==> config.mk <==
export PLATFORM = sky130hd
export DESIGN_NAME = afe_top
export DESIGN_NICKNAME = d
export VERILOG_FILES = /design/src/design/afe_pkg.sv /design/src/design/adc_input_stage.sv /design/src/design/afe_top.sv /design/src/design/dac_output_stage.sv /design/src/design/linear_calib.sv
export SDC_FILE = /design/constraint.sdc
export NUM_CORES = 2
export LEC_CHECK = 0
export ABC_AREA = 1
export BUFFER_PORTS_ARGS = -buffer_cell sky130_fd_sc_hd__buf_2
export CELL_PAD_IN_SITES_DETAIL_PLACEMENT = 0
export CELL_PAD_IN_SITES_GLOBAL_PLACEMENT = 2
export CORE_ASPECT_RATIO = 1.75
export CORE_UTILIZATION = 42
export DETAILED_ROUTE_END_ITERATION = 8
export GPL_TIMING_DRIVEN = 1
export HOLD_SLACK_MARGIN = 0.15
export PLACE_DENSITY = 0.95
export SYNTH_ARGS = -nofsm -noshare
export SYNTH_HDL_FRONTEND = slang
export SYNTH_SLANG_ARGS = --single-unit
==> constraint.sdc <==
create_clock -name adc_clk -period 15.65 [get_ports adc_clk]
set_input_delay 3.13 -clock adc_clk [delete_from_list [all_inputs] [get_ports adc_clk]]
set_output_delay 3.13 -clock adc_clk [all_outputs]
set_load 0.1 [all_outputs]
==> src/design/afe_pkg.sv <==
package afe_pkg;

  ////////////////////////////////////////
  // Sample streams
  ////////////////////////////////////////

  // Sample width in every stream
  localparam int unsigned SMP_W = 14;

  // One signed sample word
  typedef logic signed [SMP_W-1:0] smp_t;

  // Saturation limits of a sample
  localparam smp_t SMP_MAX = smp_t'((1 << (SMP_W - 1)) - 1);
  localparam smp_t SMP_MIN = smp_t'(-(1 << (SMP_W - 1)));

  ////////////////////////////////////////
  // Calibration
  ////////////////////////////////////////

  // Gain factor width
  localparam int unsigned CAL_MUL_W = 16;

  // Fraction bits of the gain
  // unity gain is 1 << CAL_FRAC
  localparam int unsigned CAL_FRAC = 14;

  // One calibration setting, gain above offset
  typedef struct packed {
    // Gain, signed fixed point
    logic signed [CAL_MUL_W-1:0] mul;
    // Offset in sample units
    smp_t                        sum;
  } cal_cfg_t;

  ////////////////////////////////////////
  // DAC
  ////////////////////////////////////////

  // DAC code of a zero sample
  // mid scale on the inverted slope
  localparam logic [SMP_W-1:0] DAC_IDLE = 14'h1FFF;

endpackage : afe_pkg

==> src/design/adc_input_stage.sv <==
module adc_input_stage import afe_pkg::*; (
  // Clock and reset
  input  logic             adc_clk,
  input  logic             top_rst,
  // Raw ADC word, reserved low bits already stripped
  input  logic [SMP_W-1:0] adc_raw_i,
  // Loopback select
  input  logic             loop_i,
  // Sample held by the DAC of this channel
  input  smp_t             dac_smp_i,
  // Registered sample stream
  output smp_t             smp_o,
  output logic             valid_o
);

  // Converted ADC word
  smp_t adc_smp;

  // Inverted offset binary to two's complement
  // sign bit kept, magnitude bits flipped
  always_comb begin
    adc_smp = {adc_raw_i[SMP_W-1], ~adc_raw_i[SMP_W-2:0]};
  end

  // Input register
  // ADC word or looped DAC sample
  always_ff @(posedge adc_clk) begin
    if (loop_i) begin
      smp_o <= dac_smp_i;
    end else begin
      smp_o <= adc_smp;
    end
  end

  // ADC runs free
  // a new sample every cycle once out of reset
  always_ff @(posedge adc_clk, posedge top_rst) begin
    if (top_rst) begin
      valid_o <= 1'b0;
    end else begin
      valid_o <= 1'b1;
    end
  end

  // Loopback select must be driven
  // an X here would poison the whole acquisition chain
  a_loop_known : assert property (
    @(posedge adc_clk) disable iff (top_rst)
    !$isunknown(loop_i)
  ) else $error("loopback select unknown");

endmodule : adc_input_stage

==> src/design/afe_top.sv <==
module afe_top import afe_pkg::*; #(
  // Number of channels
  parameter int unsigned CHN = 2
) (
  // Clock and reset
  input  logic                        adc_clk,
  input  logic                        top_rst,
  // ADC words, reserved low bits dropped
  input  logic [CHN-1:0][SMP_W-1:0]   adc_dat_i,
  // Per channel loopback of the DAC sample
  input  logic [CHN-1:0]              mux_loop_i,
  // Calibration settings
  input  cal_cfg_t [CHN-1:0]          adc_cal_i,
  input  cal_cfg_t [CHN-1:0]          dac_cal_i,
  // Generator streams
  input  smp_t [CHN-1:0]              gen_i,
  input  logic [CHN-1:0]              gen_valid_i,
  output logic [CHN-1:0]              gen_ready_o,
  // Acquisition streams
  output smp_t [CHN-1:0]              acq_o,
  output logic [CHN-1:0]              acq_valid_o,
  input  logic [CHN-1:0]              acq_ready_i,
  // DAC words, one per channel
  output logic [CHN-1:0][SMP_W-1:0]   dac_dat_o
);

  ////////////////////////////////////////
  // Per channel pipelines
  ////////////////////////////////////////

  generate
    for (genvar i = 0; i < CHN; i++) begin : for_chn

      // Registered ADC stream
      smp_t adc_smp;
      logic adc_vld;
      // Calibrated generator stream
      smp_t gen_smp;
      logic gen_vld;
      // DAC sample fed back for loopback
      smp_t dac_smp;

      // ADC register, conversion, loopback mux
      adc_input_stage adc_in (
        .adc_clk   (adc_clk),
        .top_rst   (top_rst),
        .adc_raw_i (adc_dat_i[i]),
        .loop_i    (mux_loop_i[i]),
        .dac_smp_i (dac_smp),
        .smp_o     (adc_smp),
        .valid_o   (adc_vld)
      );

      // Acquisition calibration
      // ADC cannot stall so a sample met by low ready is lost
      linear_calib #(
        .FRAC_BITS (CAL_FRAC)
      ) calib_adc (
        .adc_clk     (adc_clk),
        .top_rst     (top_rst),
        .cfg_i       (adc_cal_i[i]),
        .in_i        (adc_smp),
        .in_valid_i  (adc_vld),
        .in_ready_o  (),
        .out_o       (acq_o[i]),
        .out_valid_o (acq_valid_o[i]),
        .out_ready_i (acq_ready_i[i])
      );

      // Generation calibration
      // DAC stage takes every beat, so ready is tied high
      linear_calib #(
        .FRAC_BITS (CAL_FRAC)
      ) calib_dac (
        .adc_clk     (adc_clk),
        .top_rst     (top_rst),
        .cfg_i       (dac_cal_i[i]),
        .in_i        (gen_i[i]),
        .in_valid_i  (gen_valid_i[i]),
        .in_ready_o  (gen_ready_o[i]),
        .out_o       (gen_smp),
        .out_valid_o (gen_vld),
        .out_ready_i (1'b1)
      );

      // DAC code and output register
      dac_output_stage dac_out (
        .adc_clk    (adc_clk),
        .top_rst    (top_rst),
        .in_i       (gen_smp),
        .in_valid_i (gen_vld),
        .dac_smp_o  (dac_smp),
        .dac_dat_o  (dac_dat_o[i])
      );

    end : for_chn
  endgenerate

endmodule : afe_top

==> src/design/dac_output_stage.sv <==
module dac_output_stage import afe_pkg::*; (
  // Clock and reset
  input  logic             adc_clk,
  input  logic             top_rst,
  // Calibrated generator stream, always accepted
  input  smp_t             in_i,
  input  logic             in_valid_i,
  // Signed sample for loopback
  output smp_t             dac_smp_o,
  // DAC code toward the converter
  output logic [SMP_W-1:0] dac_dat_o
);

  // Converted code of the incoming sample
  logic [SMP_W-1:0] dac_code;

  // Two's complement to offset binary on a negative slope
  // sign kept, magnitude bits flipped
  always_comb begin
    dac_code = {in_i[SMP_W-1], ~in_i[SMP_W-2:0]};
  end

  // Output register
  // holds the last code between beats
  // idles at mid scale
  always_ff @(posedge adc_clk, posedge top_rst) begin
    if (top_rst) begin
      dac_dat_o <= DAC_IDLE;
    end else if (in_valid_i) begin
      dac_dat_o <= dac_code;
    end
  end

  // Same mapping undone
  // zero after reset since the code idles at mid scale
  always_comb begin
    dac_smp_o = {dac_dat_o[SMP_W-1], ~dac_dat_o[SMP_W-2:0]};
  end

endmodule : dac_output_stage

==> src/design/linear_calib.sv <==
module linear_calib import afe_pkg::*; #(
  // Fraction bits of the gain
  parameter int unsigned FRAC_BITS = 14
) (
  // Clock and reset
  input  logic     adc_clk,
  input  logic     top_rst,
  // Calibration setting
  input  cal_cfg_t cfg_i,
  // Input stream
  input  smp_t     in_i,
  input  logic     in_valid_i,
  output logic     in_ready_o,
  // Output stream
  output smp_t     out_o,
  output logic     out_valid_o,
  input  logic     out_ready_i
);

  ////////////////////////////////////////
  // Local widths and signals
  ////////////////////////////////////////

  // Full product
  localparam int unsigned PRD_W = SMP_W + CAL_MUL_W;
  // Product after the fraction shift
  localparam int unsigned SFT_W = PRD_W - FRAC_BITS;
  // Offset sum, one guard bit
  localparam int unsigned ADD_W = SFT_W + 1;

  // Whole pipe moves together
  logic pipe_en;

  // Stage one, product
  logic                    s1_vld;
  logic signed [PRD_W-1:0] s1_prd;

  // Stage two arithmetic
  logic signed [SFT_W-1:0] prd_sft;
  logic signed [ADD_W-1:0] prd_add;
  smp_t                    prd_sat;

  // Stage two, result
  logic s2_vld;
  smp_t s2_dat;

  ////////////////////////////////////////
  // Flow control
  ////////////////////////////////////////

  // Advance when the last stage is empty or drains now
  // a stalled output freezes both stages
  assign pipe_en = ~s2_vld | out_ready_i;
  assign in_ready_o = pipe_en;

  ////////////////////////////////////////
  // Stage one
  ////////////////////////////////////////

  always_ff @(posedge adc_clk, posedge top_rst) begin
    if (top_rst) begin
      s1_vld <= 1'b0;
    end else if (pipe_en) begin
      s1_vld <= in_valid_i;
    end
  end

  // Signed gain multiply
  always_ff @(posedge adc_clk) begin
    if (pipe_en & in_valid_i) begin
      s1_prd <= PRD_W'(in_i) * PRD_W'(cfg_i.mul);
    end
  end

  ////////////////////////////////////////
  // Stage two
  ////////////////////////////////////////

  always_comb begin
    // Arithmetic shift floors toward minus infinity
    prd_sft = SFT_W'(s1_prd >>> FRAC_BITS);
    // Offset
    prd_add = ADD_W'(prd_sft) + ADD_W'(cfg_i.sum);
    // Clip to sample range
    if (prd_add > ADD_W'(SMP_MAX)) begin
      prd_sat = SMP_MAX;
    end else if (prd_add < ADD_W'(SMP_MIN)) begin
      prd_sat = SMP_MIN;
    end else begin
      prd_sat = prd_add[SMP_W-1:0];
    end
  end

  always_ff @(posedge adc_clk, posedge top_rst) begin
    if (top_rst) begin
      s2_vld <= 1'b0;
    end else if (pipe_en) begin
      s2_vld <= s1_vld;
    end
  end

  always_ff @(posedge adc_clk) begin
    if (pipe_en & s1_vld) begin
      s2_dat <= prd_sat;
    end
  end

  // Output stream
  assign out_o       = s2_dat;
  assign out_valid_o = s2_vld;

  // Stream rule on the output side
  // a pending beat is neither withdrawn nor changed
  a_out_hold_valid : assert property (
    @(posedge adc_clk) disable iff (top_rst)
    out_valid_o && !out_ready_i |=> out_valid_o
  ) else $error("output valid dropped while stalled");

  a_out_hold_data : assert property (
    @(posedge adc_clk) disable iff (top_rst)
    out_valid_o && !out_ready_i |=> $stable(out_o)
  ) else $error("output data changed while stalled");

endmodule : linear_calib

; Yosys cells after proc, flatten, opt, wreduce, memory -nomap -nowiden
; Index checks and enable logic that the tools add are counted.
[totals]
ff_bits = 241
input_bits = 184
output_inout_bits = 60
elab_cells = 57
[classes]
n_addsub = 4
mul = 4
n_lt_le_gt_ge = 8
muxes = 6
bitwise = 14
[ops]
columns = op, n
row1 = $mul 14x16->30, 4
row2 = $mux 14, 6
row3 = $not 13->13, 6
row4 = $add 16x14->17, 4
row5 = $gt 17x14->1 const B, 4
row6 = $lt 17x14->1 const B, 4
row7 = $and 1x1->1, 4
row8 = $not 1->1, 2
row9 = $or 1x1->1, 2

; Longest topological paths before layout
[depth]
depth_word = 3
mapped_depth = 29
depth_no_buf = 27

; Hierarchy
; A second synthesis with hierarchy kept.
[hier_totals]
hier_cells = 5818
hier_area_um2 = 45499.9
[modules_own_cells]
columns = module, n_inst, cells_each, area_each_um2
row1 = linear_calib at for_chn[0].calib_dac ..., 2, 1379, 10800.4
row2 = linear_calib at for_chn[1].calib_dac, 1, 1397, 10809.1
row3 = linear_calib at for_chn[0].calib_adc, 1, 1388, 10771.6
row4 = dac_output_stage, 2, 87, 655.6
row5 = adc_input_stage, 2, 50, 501.7
row6 = afe_top, 1, 1, 3.8

; Worst setup path before layout
; Ideal clock, no wire load.
[synth_timing]
path_type = input to register
start = input port gen_i[17] (netlist bit)
end = register for_chn[1].calib_dac.s1_prd[29], data pin
arrival_ns = 8.232
required_ns = 15.398
setup_slack_ns = 7.166
path_stages = 22
path_cell_list = clkbuf_1 -> clkbuf_1 -> nand2_1 -> fa_1 -> fa_1 -> inv_1 -> fa_1 -> inv_1 -> fa_1 -> fa_1 -> fa_1 -> inv_1 -> ha_1 -> nand2_1 -> nor3_1 -> nand2_1 -> inv_1 -> nand3_1 -> o21ai_0 -> inv_1 -> nand2_1 -> nand2_1
[synth_via]
elab_chain_cells = 1
[synth_lines]
columns = element, line_no
row1 = "start, declared", afe_top.sv:16  ; input smp_t [CHN-1:0] gen_i,
row2 = $mul 14x16->30, linear_calib.sv:71  ; s1_prd <= PRD_W'(in_i) * PRD_W'(cfg_i.mul);
row3 = "end signal, assigned", linear_calib.sv:71
row4 = "end, declared", linear_calib.sv:36  ; logic signed [PRD_W-1:0] s1_prd;
; No other way between the ends.
; A chain may end at the register's enable or synchronous reset.

; Worst setup path in the final report
[layout_timing]
start = input port adc_cal_i[59] (netlist bit)
end = register for_chn[1].calib_adc.s1_prd[29], data pin
[layout_via]
elab_chain_cells = 1
[layout_lines]
columns = element, line_no
row1 = "start, declared", afe_top.sv:13  ; input cal_cfg_t [CHN-1:0] adc_cal_i,
row2 = $mul 14x16->30, linear_calib.sv:71
row3 = "end signal, assigned", linear_calib.sv:71
row4 = "end, declared", linear_calib.sv:36
; No other way between the ends.

==> impl_metrics.toml <==
[outcome]
status = "completed"

[critical_path]
cp_slowest_stage_delay_ns = 0.77
endpoint_kind = "flop"
required_ns = 15.88
cpMostUsedCell = "fa_1"
path_cells = "buf_2, nand2_1, fa_1, fa_1, inv_1, fa_1, fa_1, fa_1, inv_1, fa_1, inv_1, ha_1, a21oi_1, o21ai_0, inv_1, o21ai_0, a21oi_1, nand2_1, nand3_1, nand2_1"
worstPathMaxFanout = 14
critPathBufInv = 5
arrival_ns = 8.71
cpMaxStageDelayCell = "fa_1"
start_kind = "input pin"
cpLargestDelayFamily = "adder cells"
path_class = "input pin to flop"

[synthesis]
synth_flop_cell = "edfxtp_1"
ys_warn_count = 0
yosys.area_share.simple = 0.1737
synth_compound_area_frac = 0.04368
synth_cell_types = 48
synthAdderAreaFrac = 0.4816
synth_mux_area_frac = 0.005764
synthCells = 5758
synth_top_family_by_area = "adder cells"
synthTopCellsByArea = "fa_1 39%, inv_1 14%, nand2_1 13%, ha_1 9.3%, edfxtp_1 8.0%"
async_flop_share = 0.2000
seq_area_frac_synth = 0.1135
synthXorXnorAreaFrac = 0.02444
ys_ff_latch = 185
synth-edff-count = 120
synth.avg_cell_area_um2 = 7.841
syn_area_um2 = 45150
yosys.area.top_type = "fa_1"
synth_top_cell_area_share = 0.3884

[final_layout]
fin_area_um2 = 47950
drive_above_1_share = 0.06166
area_growth_pct = 6.200
fin_cells = 7221
nNetsFinal = 7238

[die]
io-pin-count = 244
coreArea_um2 = 106200
die-area_um2 = 108900
rows = 158
die_y_um = 435.7
die_w_um = 249.8
start_util = 0.4253

[clock_tree]
ctsHoldBuffers = 0
clk_path_buf_depth = 2
cts_resized = 0
clock_latency_ns = 0.48
htreeDepth = 4
cts.sinks = 185
clock_tree.root_cell = "clkbuf_16"
cts_setup_buffers = 0
cts_tree = "done"
clk_pin_slew_ns = 0.08
cts_buffers = 17

[place]
dp_hpwl_um = 107000
postPlaceCellArea_um2 = 47350
placed_cells = 7183
place_ws_ns = 6.693
port_buffers = 241
gp_congestion = 0.9216

[timing]
skew_ns = 0.01310
maxSlewViolCount = 0
setup_slack_ns = 7.170
period_minus_slack_ns = 8.480
tightest_slew_ns = 1.125
finalHoldViolCount = 0
max_slew_margin = 0.2472
setup_violations = 0
fin_crit_sh = 0.5419
tns_ns = 0
max_clock_freq_mhz = 117.9
rsz0062_at_grt = "no"

[grt]
grt_antenna_before_repair = 22
overflow = 0
grt_max_degree = 38
track_usage = 0.2368
grt_pass1_vias = 38710
grt_pass1_wl_um = 200400

[hold_path]
hold_class = "flop to flop"

[route]
ant_nets = 0
post_drt_wl_per_cell_um = 17.07
first_pass_iters = 6
drc = 0
drt-initial-drc-count = 1382
vias_per_cell = 4.822
via_count = 34820
routed_wirelength_um = 123300

[flow_run]
maxCapViolations = 0
worst register-to-register path, cell delays in order, from the launching register on:
cell and delay (ns):
dfxtp_1 0.82, nand2_1 0.24, fa_1 0.54, fa_1 0.77, inv_1 0.19, fa_1 0.49
fa_1 0.50, fa_1 0.51, inv_1 0.06, fa_1 0.50, inv_1 0.04, ha_1 0.36
a21oi_1 0.33, o21ai_0 0.19, inv_1 0.13, o21ai_0 0.10, a21oi_1 0.18, nand2_1 0.07
nand3_1 0.07, nand2_1 0.06
state kept, by name, summed over array words and instances (netlist names):
name,count
for_chn.dac_out.dac_dat_o,28
for_chn.adc_in.valid_o,1
for_chn.calib_dac.s1_prd,32
for_chn.adc_in.smp_o,28
for_chn.calib_adc.s1_prd,32
for_chn.calib_adc.s1_vld,2
for_chn.calib_adc.out_valid_o,2
for_chn.calib_dac.out_o,28
for_chn.calib_adc.out_o,28
for_chn.calib_dac.s1_vld,2
for_chn.calib_dac.out_valid_o,2
cells in the final DEF, fill, tap and decap left out, drive strengths merged, types with 3 or more instances in the layout:
cell,n
nand4,10
ha,336
conb,3
diode,6
o21bai,28
buf,247
dfstp,26
fa,876
nand3,115
clkbuf,17
inv,1695
dfrtp,11
edfxtp,120
o21ai,109
o31ai,4
o21a,4
nor4,6
or2,15
a21oi,157
a31oi,11
dfxtp,28
nor2,244
nand2,1558
xor2,75
xnor2,51
mux2i,26
nand3b,4
and2,4
clkinv,10
nor3,32
a21boi,6
o211ai,11
a21o,11
cells in the mapped netlist, types with 2 or more instances:
library cell / n
buf_6: 6
a21o_1: 11
o21ai_1: 3
dfstp_2: 26
clkinv_1: 2
a31oi_1: 11
ha_1: 336
o21bai_1: 28
edfxtp_1: 120
o31ai_1: 4
xnor2_1: 51
nor2_2: 2
nand2_1: 1543
nand4_1: 10
nand3_2: 6
o21ai_2: 5
fa_1: 876
mux2i_1: 26
inv_1: 1682
buf_2: 2
nand3b_1: 4
nand3_1: 109
dfxtp_1: 28
or2_2: 15
inv_2: 6
dfrtp_1: 11
nand2_2: 15
o211ai_1: 11
a21boi_0: 6
nor4_1: 6
xor2_1: 75
o21a_1: 4
and2_1: 4
nor2_1: 242
buf_1: 5
o21ai_0: 100
a21oi_1: 153
nor3_1: 32
buf_4: 6
clkbuf_1: 165
a21oi_4: 4
cell type report:
type	instances	area, µm²
timing repair buffer	247	1251
fill	10810	58210
antenna	6	15.01
clock buffer	17	425.4
tap	1360	1702
multi-input combinational	3701	32930
sequential	185	5122
inverter	1690	6344
clock inverter	15	156.4
worst paths after layout:
path	endpoint	depth (start not counted)	from	slack, ns
hold reg to reg	for_chn[1].dac_out.dac_dat_o[10]	1	for_chn[1].calib_dac.out_o[10]	0.40
setup / recovery	for_chn[1].calib_adc.s1_prd[29]	20	adc_cal_i[59]	7.17
min in group asynchronous	for_chn[0].calib_dac.s1_vld	3	top_rst	2.83
hold / removal	for_chn[1].dac_out.dac_dat_o[10]	1	for_chn[1].calib_dac.out_o[10]	0.40
setup reg to reg	for_chn[1].calib_adc.s1_prd[29]	19	for_chn[1].adc_in.smp_o[3]	9.24
max in group asynchronous	for_chn[1].adc_in.valid_o	3	top_rst	12.38
routing by layer:
| layer | GRT usage | vias to the layer above | wire (µm) |
|---|---|---|---|
| met5 | 0 | - | 189 |
| met4 | 0.09598 | 30 | 5339 |
| met3 | 0.03402 | 262 | 5288 |
| met2 | 0.4654 | 702 | 67730 |
| met1 | 0.2466 | 17130 | 44720 |
| li1 | - | 16700 | - |
metrics by stage:
stage,hold slack (ns),util
3_5_place_dp,0.3875,0.4460
4_1_cts,0.3985,0.4515
2_1_floorplan,0.3802,-
5_1_grt,0.4214,0.4515
3_3_place_gp,0.3836,0.4460
6_report,0.3978,0.4516
cell families after synthesis:
| kind of cell | after synthesis |
|---|---|
| flops | 185 |
| other cells | 1 |
| compound gates | 343 |
| xor+xnor | 126 |
| buf+inv | 1874 |
| simple gates | 1991 |
| fa+ha+maj | 1212 |
| mux | 26 |
Power is left out: the tool's default activity adds up to more than one toggle a clock period on the data nets, which glitch-free logic cannot reach.
